==> src/hw/control_defs.svh <==
`ifndef CONTROL_DEFS_SVH
`define CONTROL_DEFS_SVH

// Instruction field widths
`define OPCODE_W 6
`define FUNCT_W 6

// Select widths
`define ALUSRCB_W 3
`define SEL2_W 2

// Cycles the memory needs before load data can be captured
`define MEM_WAIT_CYCLES 3

// ALU A operand
`define ALUSRCA_PC 1'b0
`define ALUSRCA_REGA 1'b1

// ALU B operand
`define ALUSRCB_REGB 3'd0
`define ALUSRCB_FOUR 3'd1
`define ALUSRCB_SIGNIMM 3'd2
`define ALUSRCB_UPPERIMM 3'd3
`define ALUSRCB_BROFFSET 3'd4

// ALU operation; FUNCT lets the datapath decode funct itself
`define ALUOP_ADD 2'd0
`define ALUOP_SUB 2'd1
`define ALUOP_FUNCT 2'd2

// Next PC source
`define PCSRC_ALURESULT 2'd0
`define PCSRC_ALUOUT 2'd1
`define PCSRC_JUMP 2'd2

// Destination register
`define REGDST_RT 2'd0
`define REGDST_RD 2'd1
`define REGDST_RA 2'd2

// Register write data
`define MEMTOREG_ALUOUT 2'd0
`define MEMTOREG_MDR 2'd1
`define MEMTOREG_PC 2'd2

`endif

==> src/hw/controlPkg.sv <==
`include "control_defs.svh"

package controlPkg;

    typedef enum logic [`OPCODE_W-1:0] {
        opRtype = 6'h00,
        opJ     = 6'h02,
        opJal   = 6'h03,
        opBeq   = 6'h04,
        opBne   = 6'h05,
        opAddi  = 6'h08,
        opLui   = 6'h0F,
        opLw    = 6'h23,
        opSw    = 6'h2B
    } opcode_t;

    typedef enum logic [`FUNCT_W-1:0] {
        fnAdd = 6'h20,
        fnSub = 6'h22,
        fnAnd = 6'h24,
        fnSlt = 6'h2A
    } funct_t;

    typedef enum logic [3:0] {
        clsRtype,
        clsAddi,
        clsLui,
        clsLoad,
        clsStore,
        clsBeq,
        clsBne,
        clsJump,
        clsJal,
        clsIllegal
    } instrClass_t;

    // One state per phase, all 16 codes in use
    typedef enum logic [3:0] {
        stFetch,
        stDecode,
        stRtypeExec,
        stAddiExec,
        stLuiExec,
        stAluWbRd,
        stAluWbRt,
        stMemAddr,
        stLoadAccess,
        stLoadCapture,
        stLoadWb,
        stStore,
        stBeq,
        stBne,
        stJump,
        stJal
    } ctrlState_t;

endpackage

==> src/hw/controlSignalGen.sv <==
`include "control_defs.svh"

module controlSignalGen (
    input  controlPkg::ctrlState_t state,
    input  logic                   active,
    output logic                   pcWrite,
    output logic                   pcWriteCondBeq,
    output logic                   pcWriteCondBne,
    output logic                   irWrite,
    output logic                   memWrite,
    output logic                   iorD,
    output logic                   mdrWrite,
    output logic                   loadA,
    output logic                   loadB,
    output logic                   aluOutWrite,
    output logic                   regWrite,
    output logic [`SEL2_W-1:0]     aluOp,
    output logic                   aluSrcA,
    output logic [`ALUSRCB_W-1:0]  aluSrcB,
    output logic [`SEL2_W-1:0]     pcSource,
    output logic [`SEL2_W-1:0]     regDst,
    output logic [`SEL2_W-1:0]     memToReg
);
    import controlPkg::*;

    always_comb begin
        pcWrite        = 1'b0;
        pcWriteCondBeq = 1'b0;
        pcWriteCondBne = 1'b0;
        irWrite        = 1'b0;
        memWrite       = 1'b0;
        iorD           = 1'b0;
        mdrWrite       = 1'b0;
        loadA          = 1'b0;
        loadB          = 1'b0;
        aluOutWrite    = 1'b0;
        regWrite       = 1'b0;
        aluOp          = `ALUOP_ADD;
        aluSrcA        = `ALUSRCA_PC;
        aluSrcB        = `ALUSRCB_REGB;
        pcSource       = `PCSRC_ALURESULT;
        regDst         = `REGDST_RT;
        memToReg       = `MEMTOREG_ALUOUT;

        // Idle until the sequencer has left reset
        if (active) begin
            case (state)
                stFetch: begin
                    pcWrite = 1'b1;
                    irWrite = 1'b1;
                    aluSrcA = `ALUSRCA_PC;
                    aluSrcB = `ALUSRCB_FOUR;
                    aluOp   = `ALUOP_ADD;
                end
                stDecode: begin
                    // Branch target computed ahead of the branch state
                    loadA       = 1'b1;
                    loadB       = 1'b1;
                    aluOutWrite = 1'b1;
                    aluSrcB     = `ALUSRCB_BROFFSET;
                end
                stRtypeExec: begin
                    aluSrcA     = `ALUSRCA_REGA;
                    aluSrcB     = `ALUSRCB_REGB;
                    aluOp       = `ALUOP_FUNCT;
                    aluOutWrite = 1'b1;
                end
                stAddiExec, stMemAddr: begin
                    aluSrcA     = `ALUSRCA_REGA;
                    aluSrcB     = `ALUSRCB_SIGNIMM;
                    aluOutWrite = 1'b1;
                end
                stLuiExec: begin
                    aluSrcB     = `ALUSRCB_UPPERIMM;
                    aluOutWrite = 1'b1;
                end
                stAluWbRd: begin
                    regWrite = 1'b1;
                    regDst   = `REGDST_RD;
                    memToReg = `MEMTOREG_ALUOUT;
                end
                stAluWbRt: begin
                    regWrite = 1'b1;
                    regDst   = `REGDST_RT;
                    memToReg = `MEMTOREG_ALUOUT;
                end
                stLoadAccess: begin
                    iorD = 1'b1;
                end
                stLoadCapture: begin
                    iorD     = 1'b1;
                    mdrWrite = 1'b1;
                end
                stLoadWb: begin
                    regWrite = 1'b1;
                    regDst   = `REGDST_RT;
                    memToReg = `MEMTOREG_MDR;
                end
                stStore: begin
                    iorD     = 1'b1;
                    memWrite = 1'b1;
                end
                stBeq, stBne: begin
                    aluSrcA        = `ALUSRCA_REGA;
                    aluSrcB        = `ALUSRCB_REGB;
                    aluOp          = `ALUOP_SUB;
                    pcSource       = `PCSRC_ALUOUT;
                    pcWriteCondBeq = (state == stBeq);
                    pcWriteCondBne = (state == stBne);
                end
                stJump: begin
                    pcWrite  = 1'b1;
                    pcSource = `PCSRC_JUMP;
                end
                stJal: begin
                    pcWrite  = 1'b1;
                    pcSource = `PCSRC_JUMP;
                    regWrite = 1'b1;
                    regDst   = `REGDST_RA;
                    memToReg = `MEMTOREG_PC;
                end
                default: begin
                    pcWrite = 1'b0;
                end
            endcase
        end
    end

endmodule

==> src/hw/controlUnit.sv <==
`include "control_defs.svh"

module controlUnit (
    input  logic                  clk,
    input  logic                  resett,
    input  controlPkg::opcode_t   opcode,
    input  controlPkg::funct_t    funct,
    output logic                  illegal,
    output logic                  pcWrite,
    output logic                  pcWriteCondBeq,
    output logic                  pcWriteCondBne,
    output logic                  irWrite,
    output logic                  memWrite,
    output logic                  iorD,
    output logic                  mdrWrite,
    output logic                  loadA,
    output logic                  loadB,
    output logic                  aluOutWrite,
    output logic                  regWrite,
    output logic [`SEL2_W-1:0]    aluOp,
    output logic                  aluSrcA,
    output logic [`ALUSRCB_W-1:0] aluSrcB,
    output logic [`SEL2_W-1:0]    pcSource,
    output logic [`SEL2_W-1:0]    regDst,
    output logic [`SEL2_W-1:0]    memToReg
);
    import controlPkg::*;

    instrClass_t instrClass;
    ctrlState_t  state;
    logic        active;

    instrDecoder i_instrDecoder (
        .opcode     (opcode),
        .funct      (funct),
        .instrClass (instrClass)
    );

    mainSequencer i_mainSequencer (
        .clk        (clk),
        .resett     (resett),
        .instrClass (instrClass),
        .state      (state),
        .active     (active),
        .illegal    (illegal)
    );

    controlSignalGen i_controlSignalGen (
        .state          (state),
        .active         (active),
        .pcWrite        (pcWrite),
        .pcWriteCondBeq (pcWriteCondBeq),
        .pcWriteCondBne (pcWriteCondBne),
        .irWrite        (irWrite),
        .memWrite       (memWrite),
        .iorD           (iorD),
        .mdrWrite       (mdrWrite),
        .loadA          (loadA),
        .loadB          (loadB),
        .aluOutWrite    (aluOutWrite),
        .regWrite       (regWrite),
        .aluOp          (aluOp),
        .aluSrcA        (aluSrcA),
        .aluSrcB        (aluSrcB),
        .pcSource       (pcSource),
        .regDst         (regDst),
        .memToReg       (memToReg)
    );

endmodule

==> src/hw/instrDecoder.sv <==
module instrDecoder (
    input  controlPkg::opcode_t     opcode,
    input  controlPkg::funct_t      funct,
    output controlPkg::instrClass_t instrClass
);
    import controlPkg::*;

    logic rtypeKnown;

    // ALU decodes funct on its own, so all four share one class
    always_comb begin
        case (funct)
            fnAdd, fnSub, fnAnd, fnSlt: begin
                rtypeKnown = 1'b1;
            end
            default: begin
                rtypeKnown = 1'b0;
            end
        endcase
    end

    always_comb begin
        case (opcode)
            opRtype: begin
                instrClass = rtypeKnown ? clsRtype : clsIllegal;
            end
            opAddi: begin
                instrClass = clsAddi;
            end
            opLui: begin
                instrClass = clsLui;
            end
            opLw: begin
                instrClass = clsLoad;
            end
            opSw: begin
                instrClass = clsStore;
            end
            opBeq: begin
                instrClass = clsBeq;
            end
            opBne: begin
                instrClass = clsBne;
            end
            opJ: begin
                instrClass = clsJump;
            end
            opJal: begin
                instrClass = clsJal;
            end
            default: begin
                instrClass = clsIllegal;
            end
        endcase
    end

endmodule

==> src/hw/mainSequencer.sv <==
`include "control_defs.svh"

module mainSequencer (
    input  logic                    clk,
    input  logic                    resett,
    input  controlPkg::instrClass_t instrClass,
    output controlPkg::ctrlState_t  state,
    output logic                    active,
    output logic                    illegal
);
    import controlPkg::*;

    // Counter runs 0 .. MEM_WAIT_CYCLES-1 while the memory answers
    localparam int WAIT_W = (`MEM_WAIT_CYCLES > 1) ? $clog2(`MEM_WAIT_CYCLES) : 1;
    localparam logic [WAIT_W-1:0] WAIT_LAST = WAIT_W'(`MEM_WAIT_CYCLES - 1);

    ctrlState_t        nextState;
    logic [WAIT_W-1:0] waitCount;

    // First edge after reset only arms the unit; fetch starts there
    always_ff @(posedge clk) begin
        if (resett) begin
            state     <= stFetch;
            active    <= 1'b0;
            waitCount <= '0;
        end else begin
            active <= 1'b1;
            if (active) begin
                state <= nextState;
            end
            if (state == stLoadAccess) begin
                waitCount <= waitCount + 1'b1;
            end else begin
                waitCount <= '0;
            end
        end
    end

    always_comb begin
        nextState = stFetch;
        case (state)
            stFetch: begin
                nextState = stDecode;
            end
            stDecode: begin
                case (instrClass)
                    clsRtype:         nextState = stRtypeExec;
                    clsAddi:          nextState = stAddiExec;
                    clsLui:           nextState = stLuiExec;
                    clsLoad, clsStore: nextState = stMemAddr;
                    clsBeq:           nextState = stBeq;
                    clsBne:           nextState = stBne;
                    clsJump:          nextState = stJump;
                    clsJal:           nextState = stJal;
                    // Unknown instruction goes straight back to fetch
                    default:          nextState = stFetch;
                endcase
            end
            stRtypeExec: begin
                nextState = stAluWbRd;
            end
            stAddiExec, stLuiExec: begin
                nextState = stAluWbRt;
            end
            stMemAddr: begin
                nextState = (instrClass == clsLoad) ? stLoadAccess : stStore;
            end
            stLoadAccess: begin
                nextState = (waitCount == WAIT_LAST) ? stLoadCapture : stLoadAccess;
            end
            stLoadCapture: begin
                nextState = stLoadWb;
            end
            default: begin
                nextState = stFetch;
            end
        endcase
    end

    assign illegal = (state == stDecode) && (instrClass == clsIllegal);

endmodule

==> config.mk <==
export PLATFORM = sky130hd
export DESIGN_NAME = controlUnit
export DESIGN_NICKNAME = d
export VERILOG_FILES = /design/src/hw/controlPkg.sv /design/src/hw/controlSignalGen.sv /design/src/hw/controlUnit.sv /design/src/hw/instrDecoder.sv /design/src/hw/mainSequencer.sv
export VERILOG_INCLUDE_DIRS = /design/src /design/src/hw
export SDC_FILE = /design/constraint.sdc
export NUM_CORES = 1
export LEC_CHECK = 0
export ABC_CLOCK_PERIOD_IN_PS = 1900
export BUFFER_PORTS_ARGS = -buffer_cell sky130_fd_sc_hd__buf_2
export CAP_MARGIN = 5
export CORE_MARGIN = 4
export CORE_UTILIZATION = 50
export DETAILED_ROUTE_END_ITERATION = 12
export PLACE_DENSITY = 0.83
export SYNTH_ARGS = -nofsm -noshare
export SYNTH_HDL_FRONTEND = slang
export SYNTH_SLANG_ARGS = --single-unit
==> constraint.sdc <==
create_clock -name clk -period 1.9 [get_ports clk]
set_clock_uncertainty 0.05 [all_clocks]
set_input_delay 0.19 -clock clk [delete_from_list [all_inputs] [get_ports clk]]
set_output_delay 0.19 -clock clk [all_outputs]
set_load 0.05 [all_outputs]
==> out/metrics.yaml <==
yosys:
  synth.avg_cell_area_um2: 6.89
  ys.flop_type: "dfxtp_1"
  yosysSeqAreaShare: 0.126
  synth-edff-count: 0
  synth_area_um2: 1110
  async_flop_share: 0
  ys_warn_count: 0
  ys_ff_latch: 7
  synth_cell_types: 47
  synth_fp_nets: 181
  syn_inst: 161
placed_design:
  gp_congestion: 0.844
  port_buffers: 37
  dp.cells: 223
  hpwl_mm: 2.31
  dp_slack_ns: -0.0100
final_layout:
  final_cells: 227
  fillers: 170
  drive_gt1_frac: 0.420
  syn_to_final_growth_pct: 32.1
  diodes: 0
  post-route-util: 0.717
  final_nets: 221
timing:
  worst_slack_ns: 0.0609
  setup_tns_ns: 0
  fmax_mhz: 544
  rsz0062_at_grt: "no"
  post-route-min-period_ns: 1.84
  slew_headroom: 0.758
  timing.final.crit_share: 0.968
  worst_pin_slew_ns: 0.359
  hold_viol_final: 0
  slew_violations: 0
  setup_viol: 0
clock_network:
  cts_sinks: 7
  cts_setup_buffers: 0
  clk_latency_ns: 0.27
  cts_resized: 3
  cts_inserted_buffers: 3
  cts-root-buf: "clkbuf_4"
  cts_tree: "done"
  ctsLongestPathBuffers: 2
  cts_max_level: 1
  clk_pin_slew_ns: 0.06
  postCtsHoldBufs: 0
die:
  die_height_um: 55.1
  num_rows: 16
  die-area_um2: 3030
  ios: 38
  start_util: 0.543
  die_width_um: 55.1
  core-area_um2: 2040
route:
  routed_wl_mm: 3.00
  drcViolationCount: 0
  post_drt_wl_per_cell_um: 13.2
  drt_iter0_drc: 49
  final_antenna_net_count: 0
  vias: 1277
  routed_via_density: 5.63
  first_pass_iters: 4
power_and_ir_drop:
  p_total_uw: 622
  switchingPower_uw: 283
  clockPowerShare: 0.235
  ir_drop_uv: 433
  p_int_uw: 339
  p_sw_frac: 0.455
  seq_power_share: 0.269
  leakage_uw: 0.000625
  pwr-share-comb: 0.497
  p_per_area_nw_per_um2: 425
worst_setup_path:
  end_kind: "primary output"
  cp-start-kind: "input pin"
  r2r_slack_ns: 0.39
  crit_type: "input pin to primary output"
  rr_startpoint: "i_mainSequencer.state[1]"
  worst_ep_arrival_time_ns: 1.60
  path_max_fanout: 11
  r2r-end: "i_mainSequencer.state[2]"
  rr_worst_depth: 5
  required_ns: 1.66
grt:
  grt_pass1_wl_mm: 4.53
  grt_remaining_overflow: 0
  grt_max_degree: 14
  grt_pass1_vias: 1051
  antenna_found_initial: 0
  grt_usage: 0.204
hold_path:
  hold_path_end: "i_mainSequencer.state[2]"
  hold_depth: 2
  hold_path_class: "input pin to flip-flop"
  worstHoldStart: "resett"
status:
  status: "complete, no violations"
run:
  cap_viol_max_count: 0
-- cells by family (layout without fill, tap and decap cells) --
family / after synthesis / after routing / synth area share
compound gates: 42 / 42 / 0.277
flops: 7 / 7 / 0.126
xor+xnor: 2 / 2 / 0.0158
buf+inv: 23 / 62 / 0.118
simple gates: 75 / 75 / 0.341
mux: 6 / 6 / 0.0542
fa+ha+maj: 6 / 6 / 0.0677
-- worst max-delay path by stage --
stage / startpoint / to / slack [ns] / depth (start not counted)
6_report: opcode[2] / illegal / 0.06 / 8
5_1_grt: opcode[1] / illegal / 0.0001 / 8
4_1_cts: opcode[1] / illegal / 0.03 / 8
3_5_place_dp: opcode[1] / i_mainSequencer.state[3] / -0.01 / 9
3_3_place_gp: opcode[1] / i_mainSequencer.state[3] / 0.04 / 9
2_1_floorplan: i_mainSequencer.state[2] / pcWrite / -0.35 / 4
-- sequential cells by signal, indices dropped and copies added (netlist names) --
name                       count
i_mainSequencer.active         1
i_mainSequencer.state          4
i_mainSequencer.waitCount      2
-- metal layers --
| metal | vias up | GRT usage | part of all wire |
|---|---|---|---|
| met5 | - | 0 | 0 |
| met3 | 2 | 0.0483 | 0.082 |
| met1 | 568 | 0.267 | 0.46 |
| li1 | 659 | - | - |
| met4 | 0 | 0.0364 | 0.0037 |
| met2 | 48 | 0.343 | 0.46 |
-- power groups by stage --
stage / clock network (uW) / registers [uW] / logic [uW]
4_1_cts: 149 / 167 / 296
5_1_grt: 157 / 168 / 336
3_5_place_dp: 0 / 169 / 294
3_3_place_gp: 0 / 168 / 287
2_1_floorplan: 0 / 161 / 237
6_report: 146 / 167 / 309
-- cell usage in the layout (no fill, tap or decap), types with 4 or more instances in the layout --
cell       n
inv_1      7
buf_2     28
clkbuf_4  12
nor3_2     7
buf_4     12
a21oi_1    7
nand3_1    6
nor2_1    22
o21ai_1    7
ha_1       6
mux2i_1    6
nand2_1   13
o21ai_0    4
-- per-stage QoR --
stage | hold WS (ns) | cell area, um2
after floorplan | 0.212 | 1170
after global placement | 0.356 | 1380
after detailed placement | 0.375 | 1380
after CTS | 0.130 | 1410
after global routing | 0.136 | 1460
final | 0.138 | 1460
-- Yosys cell counts, types with 3 or more instances --
master | n | share of area
o21ai_0 | 4 | 0.018
a21oi_1 | 7 | 0.032
nor4_1 | 5 | 0.028
or2_2 | 3 | 0.017
nand3_1 | 6 | 0.027
buf_6 | 4 | 0.041
dfxtp_1 | 7 | 0.13
buf_2 | 6 | 0.027
nor2_1 | 23 | 0.078
o21ai_1 | 7 | 0.032
inv_1 | 7 | 0.024
ha_1 | 6 | 0.068
a22oi_1 | 3 | 0.020
nand2_1 | 13 | 0.044
nor2b_1 | 3 | 0.017
mux2i_1 | 6 | 0.054
nor3_1 | 11 | 0.050
o22ai_1 | 3 | 0.017
a211oi_1 | 3 | 0.020
-- worst max-delay path, stage by stage --
cell      delay, ns
clkbuf_4       0.18
and4b_2        0.34
a21oi_2        0.05
a21oi_4        0.16
nand2_1        0.11
ha_1           0.22
and3_1         0.14
clkbuf_4       0.21
-- area by class of cell --
type | instances | area [um2] | area share
multi-input cells | 131 | 923 | 0.631
repair buffers | 49 | 298 | 0.203
flip-flops and latches | 7 | 148 | 0.101
inverters | 9 | 35.0 | 0.0239
well taps | 27 | 33.8 | 0.0231
clock buffers | 4 | 26.3 | 0.0179
No activity file was read; power rests on OpenSTA's default activity.
